<file path="src/source/cache_cfg.svh">
// cache geometry macros, included by both packages and by any RTL file that sizes arrays
`ifndef CACHE_CFG_SVH
`define CACHE_CFG_SVH

`define CACHE_ADDR_W     32 // byte address bits
`define CACHE_WORD_W     64 // core data word
`define CACHE_LINE_BYTES 32 // four words per line
`define CACHE_WAYS       2
`define CACHE_SETS       64

`endif
</file>
<file path="src/source/cache_pkg.sv">
// cache organization types shared by the controller, arrays and buffers
`default_nettype none

`include "cache_cfg.svh"

package cache_pkg;

  localparam int WORD_BYTES = `CACHE_WORD_W / 8;
  localparam int LINE_WORDS = `CACHE_LINE_BYTES / WORD_BYTES;
  localparam int OFFSET_W   = $clog2(`CACHE_LINE_BYTES); // byte offset in line
  localparam int INDEX_W    = $clog2(`CACHE_SETS);
  localparam int TAG_W      = `CACHE_ADDR_W - INDEX_W - OFFSET_W;
  localparam int WSEL_W     = $clog2(LINE_WORDS);         // addr bits 4:3

  typedef logic [`CACHE_WORD_W-1:0]        word_t;
  typedef logic [WORD_BYTES-1:0]           strb_t;
  typedef logic [INDEX_W-1:0]              index_t;
  typedef logic [TAG_W-1:0]                tag_t;
  typedef logic [WSEL_W-1:0]               word_sel_t;
  typedef logic [$clog2(`CACHE_WAYS)-1:0]  way_t;
  typedef logic [`CACHE_LINE_BYTES*8-1:0]  line_t;

  // one accepted core request
  typedef struct packed {
    logic      we;
    tag_t      tag;
    index_t    index;
    word_sel_t wsel;
    strb_t     strb;
    word_t     wdata;
  } req_t;

  typedef enum logic [2:0] {
    IDLE,
    LOOKUP,
    MISS,
    REPLACE,
    REFILL,
    RESTART
  } state_t;

endpackage

`default_nettype wire

</file>
<file path="src/source/cache_if.sv">
// array write and miss handshake interfaces connecting the cache units
`default_nettype none

`include "cache_cfg.svh"

// ------------------------------------------------------------
// single word write into the data array
// ------------------------------------------------------------
interface array_wr_if;
  logic                                                en;   // one-cycle strobe
  logic [$clog2(`CACHE_WAYS)-1:0]                      way;
  logic [$clog2(`CACHE_SETS)-1:0]                      index;
  logic [$clog2(`CACHE_LINE_BYTES*8/`CACHE_WORD_W)-1:0] word;
  logic [`CACHE_WORD_W/8-1:0]                          strb;
  logic [`CACHE_WORD_W-1:0]                            data;

  modport src  (output en, way, index, word, strb, data);
  modport sink (input en, way, index, word, strb, data);
  modport mon  (input en, way, index, word);
endinterface

// ------------------------------------------------------------
// controller to miss unit
// ------------------------------------------------------------
interface miss_if;
  logic                                                            start; // first MISS cycle
  logic [$clog2(`CACHE_SETS)-1:0]                                  index;
  logic [`CACHE_ADDR_W-$clog2(`CACHE_SETS)-$clog2(`CACHE_LINE_BYTES)-1:0] tag;
  logic                                                            done;  // last refill beat

  modport ctrl (output start, index, tag, input done);
  modport miss (input start, index, tag, output done);
endinterface

`default_nettype wire

</file>
<file path="src/source/cache_ctrl.sv">
// main cache controller: request register, state machine, load select and core handshake
`default_nettype none

`include "cache_cfg.svh"

module cache_ctrl (
  input  wire logic                 i_clk,
  input  wire logic                 i_rst,
  input  wire logic                 i_valid,
  input  wire logic                 i_we,
  input  wire logic [`CACHE_ADDR_W-1:0] i_addr,
  input  wire cache_pkg::strb_t     i_wstrb,
  input  wire cache_pkg::word_t     i_wdata,
  output logic                      o_addr_ok,
  output logic                      o_data_ok,
  output cache_pkg::word_t          o_rdata,
  input  wire cache_pkg::way_t      i_hit_way,
  input  wire logic                 i_hit,
  input  wire cache_pkg::line_t     i_rd_line [`CACHE_WAYS],
  output logic                      o_rd_en,
  output cache_pkg::index_t         o_rd_index,
  output cache_pkg::req_t           o_req,
  array_wr_if.mon                   wb_wr,
  miss_if.ctrl                      miss
);

  cache_pkg::state_t    state;
  cache_pkg::req_t      req;
  cache_pkg::tag_t      in_tag;
  cache_pkg::index_t    in_index;
  cache_pkg::word_sel_t in_wsel;
  logic                 conflict;
  logic                 accept;
  logic                 start_q;

  // ------------------------------------------------------------
  // address split and acceptance
  // ------------------------------------------------------------
  assign in_wsel  = i_addr[cache_pkg::OFFSET_W-1 -: cache_pkg::WSEL_W];
  assign in_index = i_addr[cache_pkg::OFFSET_W +: cache_pkg::INDEX_W];
  assign in_tag   = i_addr[cache_pkg::OFFSET_W+cache_pkg::INDEX_W +: cache_pkg::TAG_W];

  // pending store to the same word still on its way into the array
  assign conflict  = wb_wr.en && wb_wr.index == in_index && wb_wr.word == in_wsel;
  assign o_addr_ok = (state == cache_pkg::IDLE) && !conflict;
  assign accept    = i_valid && o_addr_ok;

  assign o_rd_en    = accept || (state == cache_pkg::RESTART);
  assign o_rd_index = (state == cache_pkg::RESTART) ? req.index : in_index;

  always_ff @(posedge i_clk) begin
    if (accept) begin
      req <= '{we: i_we, tag: in_tag, index: in_index, wsel: in_wsel,
               strb: i_wstrb, wdata: i_wdata};
    end
  end

  assign o_req = req;

  // ------------------------------------------------------------
  // completion and load data
  // ------------------------------------------------------------
  assign o_data_ok = (state == cache_pkg::LOOKUP) && i_hit;
  assign o_rdata   = i_rd_line[i_hit_way][req.wsel*`CACHE_WORD_W +: `CACHE_WORD_W];

  assign miss.start = start_q;
  assign miss.index = req.index;
  assign miss.tag   = req.tag;

  // ------------------------------------------------------------
  // state machine
  // ------------------------------------------------------------
  always_ff @(posedge i_clk) begin
    if (i_rst) begin
      state   <= cache_pkg::IDLE;
      start_q <= 1'b0;
    end else begin
      start_q <= (state == cache_pkg::LOOKUP) && !i_hit; // high in first MISS cycle
      case (state)
        cache_pkg::IDLE:    if (accept) state <= cache_pkg::LOOKUP;
        cache_pkg::LOOKUP:  state <= i_hit ? cache_pkg::IDLE : cache_pkg::MISS;
        // miss unit runs write-back, line read and refill meanwhile
        cache_pkg::MISS:    if (miss.done) state <= cache_pkg::RESTART;
        cache_pkg::RESTART: state <= cache_pkg::LOOKUP; // array read reissued
        default:            state <= cache_pkg::IDLE;
      endcase
    end
  end

endmodule

`default_nettype wire

</file>
<file path="src/flat_wrapper.sv">
// flat-port wrapper written by rule: the top's interface ports become plain ports
module cache_ctrl_flat 
  (i_clk, i_rst, i_valid, i_we, i_addr, i_wstrb, i_wdata, o_addr_ok, o_data_ok, o_rdata, i_hit_way, i_hit, i_rd_line, o_rd_en, o_rd_index, o_req, wb_wr_en, wb_wr_way, wb_wr_index, wb_wr_word, miss_start, miss_index, miss_tag, miss_done);
  array_wr_if wb_wr_i ();
  miss_if miss_i ();
  input  wire logic i_clk;
  input  wire logic i_rst;
  input  wire logic i_valid;
  input  wire logic i_we;
  input  wire logic [`CACHE_ADDR_W-1:0] i_addr;
  input  wire cache_pkg::strb_t i_wstrb;
  input  wire cache_pkg::word_t i_wdata;
  output logic o_addr_ok;
  output logic o_data_ok;
  output cache_pkg::word_t o_rdata;
  input  wire cache_pkg::way_t i_hit_way;
  input  wire logic i_hit;
  input  wire cache_pkg::line_t i_rd_line[`CACHE_WAYS];
  output logic o_rd_en;
  output cache_pkg::index_t o_rd_index;
  output cache_pkg::req_t o_req;
  input wire logic [$bits(wb_wr_i.en)-1:0] wb_wr_en;
  input wire logic [$bits(wb_wr_i.way)-1:0] wb_wr_way;
  input wire logic [$bits(wb_wr_i.index)-1:0] wb_wr_index;
  input wire logic [$bits(wb_wr_i.word)-1:0] wb_wr_word;
  output wire logic [$bits(miss_i.start)-1:0] miss_start;
  output wire logic [$bits(miss_i.index)-1:0] miss_index;
  output wire logic [$bits(miss_i.tag)-1:0] miss_tag;
  input wire logic [$bits(miss_i.done)-1:0] miss_done;
  assign wb_wr_i.en = wb_wr_en;
  assign wb_wr_i.way = wb_wr_way;
  assign wb_wr_i.index = wb_wr_index;
  assign wb_wr_i.word = wb_wr_word;
  assign miss_start = miss_i.start;
  assign miss_index = miss_i.index;
  assign miss_tag = miss_i.tag;
  assign miss_i.done = miss_done;
  cache_ctrl u_core (.i_clk(i_clk), .i_rst(i_rst), .i_valid(i_valid), .i_we(i_we), .i_addr(i_addr), .i_wstrb(i_wstrb), .i_wdata(i_wdata), .o_addr_ok(o_addr_ok), .o_data_ok(o_data_ok), .o_rdata(o_rdata), .i_hit_way(i_hit_way), .i_hit(i_hit), .i_rd_line(i_rd_line), .o_rd_en(o_rd_en), .o_rd_index(o_rd_index), .o_req(o_req), .wb_wr(wb_wr_i), .miss(miss_i));
endmodule
</file>
<file path="config.mk">
export PLATFORM = sky130hd
export DESIGN_NAME = cache_ctrl_flat
export DESIGN_NICKNAME = d
export VERILOG_FILES = /design/src/source/cache_pkg.sv /design/src/source/cache_if.sv /design/src/source/cache_ctrl.sv /design/src/flat_wrapper.sv
export VERILOG_INCLUDE_DIRS = /design/src /design/src/source
export SDC_FILE = /design/constraint.sdc
export NUM_CORES = 1
export LEC_CHECK = 0
export BUFFER_PORTS_ARGS = -buffer_cell sky130_fd_sc_hd__buf_2
export CORE_AREA = 3 3 325 327
export DETAILED_ROUTE_END_ITERATION = 10
export DIE_AREA = 0 0 328 330
export HOLD_SLACK_MARGIN = 0.03
export PLACE_DENSITY = 0.3
export SLEW_MARGIN = 20
export SYNTH_ARGS = -nofsm -noshare
export SYNTH_HDL_FRONTEND = slang
export SYNTH_SLANG_ARGS = --single-unit
</file>
<file path="constraint.sdc">
create_clock -name i_clk -period 20.1 [get_ports i_clk]
set_input_delay 4.02 -clock i_clk [delete_from_list [all_inputs] [get_ports i_clk]]
set_output_delay 4.02 -clock i_clk [all_outputs]
set_load 0.03 [all_outputs]
</file>
After elaboration in Yosys (flattened, before gate mapping):

Index checks and enable logic that the tools add are counted.

* bits in registers: 106
* bits in latches: 0
* memory bits (writable): 0
* memory bits (read-only): 0
* input bits: 633
* output and inout port bits: 203
* memories kept: 0

* add/subtract/negate cells: 0
* multipliers: 0
* div/mod/pow operators: 0
* order comparisons: 1
* equality and inequality tests: 7
* shift-type cells: 1
* multiplexer cells: 8
* bitwise logic cells: 1
* reduce and logical (&&, ||, !) cells: 11

Operators by type and width (number)
* $mux 256: 3
* $shiftx 256x9->64: 1
* $pmux 3 s4: 1
* $eq 6x6->1: 1
* $logic_and 1x1->1: 6
* $mux 3: 2
* $mux 6: 1
* $eq 3x1->1 const B: 1
* $eq 3x2->1 const B: 1
* $eq 3x3->1 const B: 1
* $logic_not 3->1: 1
* $eq 2x2->1: 1
* $ge 2x2->1 const B: 1
* $logic_not 1->1: 2
* $mux 2: 1
* $ne 2x1->1 const B: 1
* $ne 2x2->1 const B: 1
* $not 1->2: 1
* $reduce_and 2->1: 1
* $logic_or 1x1->1: 1

Longest topological paths before layout:

Gate-level depths: netlist (run 1).

* depth after elaboration: 8
* depth in mapped cells: 4
* depth with buffers taken out: 4

Least setup slack after synthesis (run 1):

Ideal clock, no wire load.

* kind: input to output
* from: input i_hit_way
* to: output o_rdata[0]
* arrival time: 5.243 ns
* required time: 16.080 ns
* slack: 10.837 ns
* cell stages on the path: 4
* path through: buf_4 -> buf_6 -> mux4_2 -> mux2_2

* longest elaborated chain between the ends: 5

Ends and longest elaborated chain
* from (decl): RTL line flat_wrapper.sv:16 `input wire cache_pkg::way_t i_hit_way;`
* $not 1->2 (implied by the code): RTL line cache_ctrl.sv:64 `` assign o_rdata = i_rd_line[i_hit_way][req.wsel*`CACHE_WORD_W +: `CACHE_WORD_W]; ``
* $mux 256 (implied by the code) (3 in series): RTL line cache_ctrl.sv:64
* $shiftx 256x9->64: RTL line cache_ctrl.sv:64
* to (decl): RTL line flat_wrapper.sv:15 `output cache_pkg::word_t o_rdata;`

Every way passes these cells. The select of a mux whose other input is x is not followed.

Worst setup path after layout (run 1):

* from: input i_hit_way
* to: output o_rdata[15]

The elaborated chain is that of the path after synthesis.

==> results of run 1 <==
[power by group through the flow]
stage                     clock [uW]  sequential (uW)  combinational (uW)
after floorplan                    0              302                 146
after global placement             0              273                 321
after detailed placement           0              273                 323
after CTS                        209              268                 324
after global routing             217              269                 335
final                            198              268                 312
[through the flow]
| step | setup WS [ns] | utilization | instance area [sq um] | hold WS [ns] | power, uW |
|---|---|---|---|---|---|
| finish | 9.45 | 0.129 | 13300 | 0.551 | 777 |
| global route | 9.17 | 0.129 | 13300 | 0.569 | 822 |
| CTS | 9.08 | 0.129 | 13300 | 0.548 | 801 |
| detailed placement | 9.07 | 0.126 | 13000 | 0.545 | 596 |
| global placement | 9.12 | 0.126 | 13000 | 0.541 | 594 |
| floorplan | 10.84 | - | 7450 | 0.481 | 448 |
[cell usage after synthesis (all sizes together)]
cell / number / share of area
nand4: 1 / 0.00084
nor3: 2 / 0.0013
buf: 53 / 0.054
dfxtp: 4 / 0.011
or3: 1 / 0.00084
xnor2: 8 / 0.0094
nand3b: 1 / 0.0010
nor3b: 2 / 0.0020
o22ai: 1 / 0.00084
nand2b: 2 / 0.0017
nand2: 2 / 0.0010
o21ai: 1 / 0.00067
nor4: 4 / 0.0034
mux4: 128 / 0.39
nor2: 3 / 0.0015
edfxtp: 102 / 0.41
nand3: 1 / 0.00067
clkbuf: 10 / 0.0050
a2111o: 1 / 0.0015
mux2: 70 / 0.11
[worst paths after layout]
kind	startpoint	to	slack, ns	cells past startpoint
hold reg to reg	u_core.state[0]	u_core.state[2]	0.55	1
setup / recovery	i_hit_way	o_rdata[15]	9.45	6
hold / removal	u_core.state[0]	u_core.state[2]	0.55	1
setup reg to reg	u_core.state[1]	u_core.o_req[53]	17.10	5
[area by class of cell]
| class | count | area share |
|---|---|---|
| diodes | 7 | 0.00131 |
| clock buffers | 9 | 0.0169 |
| clock inverters | 7 | 0.00666 |
| multi-input cells | 228 | 0.291 |
| flip-flops and latches | 106 | 0.236 |
| well taps | 1380 | 0.129 |
| repair buffers | 840 | 0.319 |
[sequential cells by signal, indices dropped and copies added, names as in the netlist]
signal             count
u_core.o_req          75
u_core.miss.tag       21
u_core.miss.index      6
u_core.state           3
u_core.miss.start      1
[per-layer routing]
metal	track usage	vias to the layer above	routed length [um]
met5	0	-	112
met4	0.0173	18	770
met3	0.0374	79	5980
met2	0.186	546	30500
met1	0.122	3884	23100
li1	-	3307	-
[worst max-delay path, stage by stage]
cell	delay, ns
sky130_fd_sc_hd__buf_8	0.68
sky130_fd_sc_hd__buf_4	0.49
sky130_fd_sc_hd__buf_16	0.28
sky130_fd_sc_hd__mux4_2	0.60
sky130_fd_sc_hd__mux2_2	0.29
sky130_fd_sc_hd__buf_2	0.18
[cell families (layout without fill, tap and decap cells)]
| kind of cell | Yosys count | in the layout |
|---|---|---|
| compound gates | 3 | 3 |
| xor+xnor | 8 | 8 |
| buf+inv | 63 | 856 |
| flops | 106 | 106 |
| mux | 198 | 198 |
| other cells | 0 | 7 |
| simple gates | 19 | 19 |
==> reports/results.txt, run 1 <==
I/O pin count: 836
antenna violations before repair: 50
post-cts hold buffer count: 0
net count of the finished layout: 1818
area enclosed by the die boundary: 0.108 sq mm
Worst-Skew Late Latency: 0.37 ns
leading cell type in the layout, fill and taps excluded: sky130_fd_sc_hd__buf_2
internal power of the cells: 490 uW
sequential cell area fraction in the yosys report: 0.422
post-DR wirelength/cell: 23.4 um
Buffers on Ports: 831
clock-pin slew of the registers on the worst-case setup and hold paths: 0.08 ns
share of cell area taken by muxes after synthesis: 0.493
FF+latch count, synth: 106
dominant combinational cell family by area after synthesis: multiplexers
root buffer cell: sky130_fd_sc_hd__clkbuf_16
share of power burned in the clock network: 0.254
RD Place Congestion: 0.927
number of max-slew violations in the final report: 0
x dimension of the die: 328 um
overall routing resource usage: 0.105
# H-tree levels: 3
DRC violation count after routing: 0
Final min period: 10.65 ns
element type at the critical path start: input port
Distinct cells, synth: 23
number of fill cells: 11800
area used by multi-input combinational logic: 0.00388 sq mm
non-filler instance count after layout: 2577
number of nets with antenna violations after detailed routing: 0
highest achievable clock rate: 93.9 MHz
count of final setup violators: 0
cell area after synthesis: 0.00745 sq mm
share of final-layout standard cells stronger than drive strength 1: 0.886
share of power burned in combinational logic: 0.402
class of the tightest hold or removal check: reg2reg
Synth Area in Simple Gates: 0.0143
Static Leakage: 0.00563 uW
Avg Synthesized Cell Area: 18.8 sq um
critical path required time: 16.08 ns
sum of routed wire length over all layers: 60.4 mm
unrepaired setup endpoints after global routing: no
fraction of power consumed by sequential logic: 0.344
area share of fa/ha/maj cells after synthesis: 0
Gate Count Post-Synth: 397
total nets after synthesis: 1030
cts bufs inserted: 9
area fraction in compound gates after synthesis: 0.00302
kind of end point of the critical path: output pin
CTS-repair resized insts: 0
number of max-cap violations: 0
post-DR vias/cell: 3.04
number of placed cells counting well taps: 2553
highest-count cells in the layout ignoring fill and taps: 830 x sky130_fd_sc_hd__buf_2, 128 x sky130_fd_sc_hd__mux4_2, 102 x sky130_fd_sc_hd__edfxtp_1
buffers inserted by post-CTS timing repair: 0
via count of the first global-routing pass: 8711
switching part of the total: 0.370
hpwl dp: 53.9 mm
standard cell core area: 0.103 sq mm
worst relative slew slack: 0.361
maximum buffer depth of the clock tree: 2
total number of clock tree sinks: 106
pin count of the biggest net entering global routing: 84
total number of vias: 7834
count of routing violations after the opening detailed-route iteration: 312
start-to-end type of the worst setup path: in2out
die boundary height: 330 um
final global-route overflow total: 0
largest clock skew in the final design: 0.0156 ns
wire length of the first global-routing pass: 76.6 mm
data arrival time at the worst-slack endpoint: 6.63 ns
xor/xnor cell area share of the yosys netlist: 0.00940
total of warnings raised by yosys: 0
power density cells: 58.3 mW/mm^2
initial cell density of the core: 0.0722
peak fanout along the critical path: 83
run status: finished clean
detailed-routing iteration count for the pre-antenna-repair pass: 6
sequential cell area: 0.00314 sq mm
TritonCTS clock tree: done
Synth-to-Final Area Change: 78.9%
Switch Pwr: 288 uW
number of cell rows: 118
setup TNS: 0 ns
maximum resistive drop on vdd: 45.1 uV
transition at the pin with the smallest max-transition slack: 0.959 ns
share of the clock period used by the worst path: 0.530
count of endpoints failing hold in the final timing report: 0
No activity file was read; power rests on OpenSTA's default activity.
==> inputs of run 2 (changes only) <==
ABC_AREA = 1   (was default)
CORE_AREA = 3 3 323 325   (was 3 3 325 327)
DIE_AREA = 0 0 326 328   (was 0 0 328 330)
clock period = 8.84 ns   (was 20.1 ns; I/O delays follow)
==> run 2 against run 1 <==
Effect of this change:
- critical path depth grew 2
- total power grew 140%
- register-to-register slack lost 11 ns
- hold slack lost 0.032 ns
- core utilization grew 0.62 points
- final area is 3.3% higher
- critical endpoint is now o_rdata[16]
- non-clock buffer count rose by 7
- clock-buffer cell count stayed put
- synthesized area grew 8.4%
- sequential cell count is the same
- via count increased by 45%
==> reports/results.txt, run 2 <==
depth of the worst register-to-register path: 8 (+3)
Static Leakage: 0.00636 uW (+13%)
fraction of power consumed by sequential logic: 0.336 (-0.008)
# H-tree levels: 3 (unchanged)
CTS-repair resized insts: 0 (unchanged)
capture point of the worst reg-to-reg path: u_core.o_req[17]
class of the tightest hold or removal check: reg2reg
Gate Count Post-Synth: 1138 (+190%)
top cell types by occurrence after synthesis: 399 x sky130_fd_sc_hd__nor2_1, 213 x sky130_fd_sc_hd__nand2_1, 129 x sky130_fd_sc_hd__o21ai_0
prevailing post-synth register cell: sky130_fd_sc_hd__edfxtp_1
cts bufs inserted: 9 (unchanged)
sequential cell area fraction in the yosys report: 0.389 (-0.0327)
share of power burned in the clock network: 0.227 (-0.027)
element type at the critical path start: input port
total number of vias: 11300 (+45%)
Synth Area in Simple Gates: 0.289 (+0.274)
pin count of the biggest net entering global routing: 152 (+81%)
number of nets with antenna violations after detailed routing: 0 (unchanged)
maximum resistive drop on vdd: 90.5 uV (+100%)
transition at the pin with the smallest max-transition slack: 1.00 ns (+0.0426 ns)
top cells by area, synth: sky130_fd_sc_hd__edfxtp_1 38%, sky130_fd_sc_hd__nor2_1 19%, sky130_fd_sc_hd__o32ai_1 14%, sky130_fd_sc_hd__nand2_1 9.9%, sky130_fd_sc_hd__o21ai_0 8.0%
post-DR wirelength/cell: 22.8 um (-2.6%)
overall routing resource usage: 0.131 (+0.0269)
detailed-routing iteration count for the pre-antenna-repair pass: 7 (+1)
final worst hold slack: 0.519 ns (-0.0316 ns)
setup TNS: 0 ns (unchanged)
count of endpoints failing hold in the final timing report: 0 (unchanged)
internal power of the cells: 1050 uW (+110%)
share of the clock period used by the worst path: 0.676
source of the worst register-to-register timing path: u_core.state[2]
dominant combinational cell family by area after synthesis: simple AND/OR/NAND/NOR gates
async set or reset register ratio after synthesis: 0 (unchanged)
start-to-end type of the worst setup path: in2out
Final min period: 5.98 ns
number of max-slew violations in the final report: 0 (unchanged)
cell area after synthesis: 0.00808 sq mm (+8.4%)
x dimension of the die: 326 um (-0.61%)
share of power burned in combinational logic: 0.438 (+0.036)
library cell with the largest summed area after synthesis: sky130_fd_sc_hd__edfxtp_1
highest achievable clock rate: 167 MHz
Avg Synthesized Cell Area: 7.10 sq um (-62%)
most used standard cell by instance count after synthesis: sky130_fd_sc_hd__nor2_1
DRC violation count after routing: 0 (unchanged)
Post-synth EDFFs: 102 (unchanged)
kind of end point of the critical path: output pin
sum of routed wire length over all layers: 74.5 mm (+23%)
post-DR vias/cell: 3.48 (+14%)
share of final-layout standard cells stronger than drive strength 1: 0.462 (-0.423)
power density cells: 133 mW/mm^2 (+130%)
Hold Path Origin: u_core.state[1]
switching part of the total: 0.431 (+0.0604)
register-to-register path setup slack: 6.09 ns (-11.01 ns)
number of max-cap violations: 0 (unchanged)
area fraction in compound gates after synthesis: 0.225 (+0.222)
root buffer cell: sky130_fd_sc_hd__clkbuf_16
number of cell rows: 117 (-0.85%)
data arrival time at the worst-slack endpoint: 4.21 ns (-2.42 ns)
buffers inserted by post-CTS timing repair: 0 (unchanged)
area share of fa/ha/maj cells after synthesis: 0 (unchanged)
count of final setup violators: 0 (unchanged)
post-cts hold buffer count: 0 (unchanged)
die boundary height: 328 um (-0.61%)
net count of the finished layout: 2504 (+38%)
Synth-to-Final Area Change: 70.5%
clock-pin slew of the registers on the worst-case setup and hold paths: 0.08 ns (about the same)
FF+latch count, synth: 106 (unchanged)
area enclosed by the die boundary: 0.107 sq mm (-1.2%)
run status: finished clean
xor/xnor cell area share of the yosys netlist: 0.00108 (-0.00832)
RD Place Congestion: 0.828 (-11%)
TritonCTS clock tree: done
total number of clock tree sinks: 106 (unchanged)
share of cell area taken by muxes after synthesis: 0.00279 (-0.490)
standard cell core area: 0.102 sq mm (-1.4%)
total nets after synthesis: 1771 (+72%)
I/O pin count: 836 (unchanged)
peak fanout along the critical path: 129 (+55%)
maximum buffer depth of the clock tree: 2 (unchanged)
critical path required time: 7.07 ns (-9.01 ns)
hpwl dp: 63.5 mm (+18%)
Switch Pwr: 791 uW (+170%)
worst relative slew slack: 0.332 (-0.0284)
highest-count cells in the layout ignoring fill and taps: 830 x sky130_fd_sc_hd__buf_2, 399 x sky130_fd_sc_hd__nor2_1, 213 x sky130_fd_sc_hd__nand2_1
initial cell density of the core: 0.0794 (+0.00720)
unrepaired setup endpoints after global routing: no
Distinct cells, synth: 24 (+4.3%)
antenna violations before repair: 62 (+24%)
total of warnings raised by yosys: 0 (unchanged)
number of flip-flops in the largest register: 75 (unchanged)
count of routing violations after the opening detailed-route iteration: 488 (+56%)
largest clock skew in the final design: 0.0141 ns (-0.00146 ns)
end point of the most critical hold path: u_core.state[2]
leading cell type in the layout, fill and taps excluded: sky130_fd_sc_hd__buf_2
via count of the first global-routing pass: 11800 (+35%)
final global-route overflow total: 0 (unchanged)
Worst-Skew Late Latency: 0.38 ns (about the same)
number of stages on the worst hold path: 2 (+1)
wire length of the first global-routing pass: 97.8 mm (+28%)
fraction of post-synthesis cell area in the top cell type by area: 0.379 (-0.0319)
Buffers on Ports: 831 (unchanged)
-- run 2: cell count changes in the layout (fill, tap and decap cells not counted), sizes merged, moves of 68 or more --
cell   delta
nor2    +396
mux2     -68
mux4    -128
o21ai   +128
o32ai   +128
nand2   +211
-- run 2: cell type report --
type	count	area [sq um]
multi-input combinational	886	4180
timing repair buffer	847	4310
inverter	21	90.1
clock buffer	9	225
clock inverter	6	62.6
fill	12100	88000
sequential	106	3140
antenna	21	52.6
tap	1368	1710
-- run 2: cells by family after synthesis --
family	count (synthesis)
xor gates and xnor gates	1
and+or+nand+nor	618
DFF	106
muxes	2
AOI/OAI and AO/OA	265
buffers and inverters	146
-- run 2: worst max path at each step --
stage                        start                   end  slack [ns]  cells after the start
CTS                      i_hit_way           o_rdata[16]        2.84                      8
global route             i_hit_way           o_rdata[16]        2.62                      8
global placement         i_hit_way            o_rdata[2]        2.87                      8
finish                   i_hit_way           o_rdata[16]        2.86                      8
floorplan           wb_wr_index[5]  u_core.miss.index[0]        3.75                      7
detailed placement       i_hit_way           o_rdata[16]        2.85                      8
-- run 2: metrics by stage --
step	util	total power, uW	cell area (sq um)	setup WS [ns]	std cells
global route	0.135	1950	13700	2.62	3254
detailed placement	0.132	1460	13400	2.85	3228
floorplan	-	1050	8080	3.75	1138
CTS	0.135	1890	13700	2.84	3243
finish	0.135	1840	13800	2.86	3264
global placement	0.132	1460	13400	2.87	3228
-- run 2: worst max-delay path, stage by stage --
cell,delay (ns)
sky130_fd_sc_hd__clkbuf_8,0.19
sky130_fd_sc_hd__inv_8,0.57
sky130_fd_sc_hd__buf_4,0.52
sky130_fd_sc_hd__nor2_1,0.08
sky130_fd_sc_hd__o32ai_1,0.42
sky130_fd_sc_hd__nand2_1,0.11
sky130_fd_sc_hd__nand2_1,0.08
sky130_fd_sc_hd__buf_2,0.19
-- run 2: power by group through the flow --
stage / clock network, uW / registers (uW) / logic (uW)
finish: 416 / 617 / 804
global route: 454 / 621 / 874
CTS: 439 / 619 / 832
detailed placement: 0 / 629 / 829
global placement: 0 / 629 / 830
floorplan: 0 / 702 / 353
-- run 2: layer usage --
layer | global-route usage | vias to the layer above | share of wire | wire length, um
met3 | 0.0590 | 128 | 0.10 | 7550
met5 | 0.00543 | - | 0.0049 | 368
met4 | 0.0456 | 48 | 0.033 | 2450
met1 | 0.141 | 5175 | 0.37 | 27800
li1 | - | 5411 | - | -
met2 | 0.228 | 585 | 0.49 | 36400
==> inputs of run 3 (changes only) <==
clock period = 5.46 ns   (was 8.84 ns; I/O delays follow)
==> run 3 against run 2 <==
Effect of this change:
- combinational power is 64% higher
- clock-buffer cell count did not move
- final area grew 1.8%
- sequential power grew 62%
- core utilization increased by 0.25 points
- total power is 65% higher
- global-route usage shrank 0.10 points
- die area did not move
- critical endpoint is now o_rdata[63]
- largest power group unchanged
- highest routed layer unchanged
==> reports/results.txt, run 3 (synthesized netlist as in run 2, its figures left out) <==
Worst-Skew Late Latency: 0.38 ns (about the same)
DRC violation count after routing: 0 (unchanged)
switching part of the total: 0.419 (-0.0114)
Final Power: 3030 uW (+65%)
post-cts hold buffer count: 0 (unchanged)
list of cells traversed by the critical path: clkbuf_8 -> buf_12 -> nor2_1 -> o32ai_1 -> nand2_1 -> nand2_1 -> buf_2
largest clock skew in the final design: 0.0120 ns (-0.00214 ns)
peak fanout along the critical path: 98 (-24%)
cell repeated most along the worst path: sky130_fd_sc_hd__nand2_1
standard cell core area: 0.102 sq mm (unchanged)
cts bufs inserted: 9 (unchanged)
slowest cell on the critical path: sky130_fd_sc_hd__o32ai_1
number of max-slew violations in the final report: 0 (unchanged)
start-to-end type of the worst setup path: in2out
Max stage delay on crit path: 0.70 ns (+0.13 ns)
fraction of power consumed by sequential logic: 0.331 (-0.005)
maximum buffer depth of the clock tree: 2 (unchanged)
Synth-to-Final Area Change: 73.6%
hpwl dp: 64.7 mm (+1.8%)
element type at the critical path start: input port
number of cell rows: 117 (unchanged)
setup TNS: 0 ns (unchanged)
sum of routed wire length over all layers: 73.9 mm (-0.78%)
wire length of the first global-routing pass: 97.4 mm (-0.40%)
via count of the first global-routing pass: 11900 (+0.77%)
Switch Pwr: 1270 uW (+60%)
final global-route overflow total: 0 (unchanged)
detailed-routing iteration count for the pre-antenna-repair pass: 7 (unchanged)
highest achievable clock rate: 240 MHz
# H-tree levels: 3 (unchanged)
total number of clock tree sinks: 106 (unchanged)
post-DR vias/cell: 3.47 (-0.13%)
TritonCTS clock tree: done
root buffer cell: sky130_fd_sc_hd__clkbuf_16
run status: finished clean
data arrival time at the worst-slack endpoint: 3.07 ns (-1.14 ns)
Final min period: 4.16 ns
count of final setup violators: 0 (unchanged)
worst relative slew slack: 0.471 (+0.138)
number of fill cells: 12100 (-0.49%)
post-DR wirelength/cell: 22.6 um (-1.1%)
clock-pin slew of the registers on the worst-case setup and hold paths: 0.08 ns (about the same)
leading cell type in the layout, fill and taps excluded: sky130_fd_sc_hd__buf_2
critical path required time: 4.37 ns (-2.70 ns)
count of endpoints failing hold in the final timing report: 0 (unchanged)
highest-count cells in the layout ignoring fill and taps: 830 x sky130_fd_sc_hd__buf_2, 399 x sky130_fd_sc_hd__nor2_1, 213 x sky130_fd_sc_hd__nand2_1
RD Place Congestion: 0.813 (-1.8%)
number of nets with antenna violations after detailed routing: 0 (unchanged)
x dimension of the die: 326 um (unchanged)
area enclosed by the die boundary: 0.107 sq mm (unchanged)
die boundary height: 328 um (unchanged)
number of max-cap violations: 0 (unchanged)
count of routing violations after the opening detailed-route iteration: 630 (+29%)
initial cell density of the core: 0.0794 (unchanged)
class of the tightest hold or removal check: reg2reg
net count of the finished layout: 2524 (+0.80%)
antenna violations before repair: 54 (-13%)
overall routing resource usage: 0.130 (-0.00103)
Static Leakage: 0.00651 uW (+2.3%)
CTS-repair resized insts: 0 (unchanged)
total number of vias: 11400 (+0.20%)
share of power burned in combinational logic: 0.435 (-0.003)
kind of end point of the critical path: output pin
pin count of the biggest net entering global routing: 99 (-35%)
transition at the pin with the smallest max-transition slack: 0.792 ns (-0.210 ns)
share of power burned in the clock network: 0.234 (+0.007)
number of flip-flops in the largest register: 75 (unchanged)
unrepaired setup endpoints after global routing: no
internal power of the cells: 1760 uW (+68%)
buffers inserted by post-CTS timing repair: 0 (unchanged)
share of the clock period used by the worst path: 0.762
power density cells: 216 mW/mm^2 (+62%)
share of final-layout standard cells stronger than drive strength 1: 0.468 (+0.00515)
maximum resistive drop on vdd: 140 uV (+55%)
Buffers on Ports: 831 (unchanged)
I/O pin count: 836 (unchanged)
## run 3: layer usage
metal | GRT usage | wire length (um) | vias to the layer above
met5 | 0 | 241 | -
met4 | 0.0289 | 1730 | 38
met3 | 0.0561 | 7570 | 111
met2 | 0.237 | 37100 | 584
met1 | 0.139 | 27200 | 5202
li1 | - | - | 5435
## run 3: worst max-delay path, delay by kind of cell
kind,cells,cell delay [ns]
AO/OA/AOI/OAI,1,0.70
AND/OR/NAND/NOR,3,0.30
buffers and inverters,3,0.80
## run 3: cell type report
type                       count  area, sq um  area share
multi-input combinational    886         4180       0.298
clock buffer                   9          225      0.0161
timing repair buffer         867         4580       0.326
inverter                      21         90.1     0.00642
sequential                   106         3140       0.224
tap                         1368         1710       0.122
antenna                       12         30.0     0.00214
clock inverter                 6         73.8     0.00526
## run 3: path summary, 6_finish.rpt
check / startpoint / endpoint / slack [ns] / cells after the start
max: i_hit_way / o_rdata[63] / 1.30 / 7
max reg2reg: u_core.state[2] / u_core.o_req[26] / 3.20 / 8
min reg2reg: u_core.state[1] / u_core.state[2] / 0.52 / 2
min: u_core.state[1] / u_core.state[2] / 0.52 / 2
## run 3: per-stage QoR
step	cell area [sq um]	std cells	setup WS [ns]	hold WS, ns	utilization
after floorplan	8080	1138	1.04	0.469	-
after global placement	13700	3248	1.16	0.508	0.135
after detailed placement	13700	3248	1.18	0.500	0.135
after CTS	14000	3263	1.18	0.512	0.138
after global routing	14000	3270	1.10	0.583	0.138
final	14000	3275	1.30	0.520	0.138
## run 3: power groups by stage
stage | clock [uW] | sequential (uW) | combinational (uW)
after CTS | 748 | 1010 | 1360
after global routing | 769 | 1010 | 1430
after detailed placement | 0 | 1020 | 1360
after global placement | 0 | 1020 | 1360
final | 709 | 1000 | 1320
after floorplan | 0 | 1140 | 571
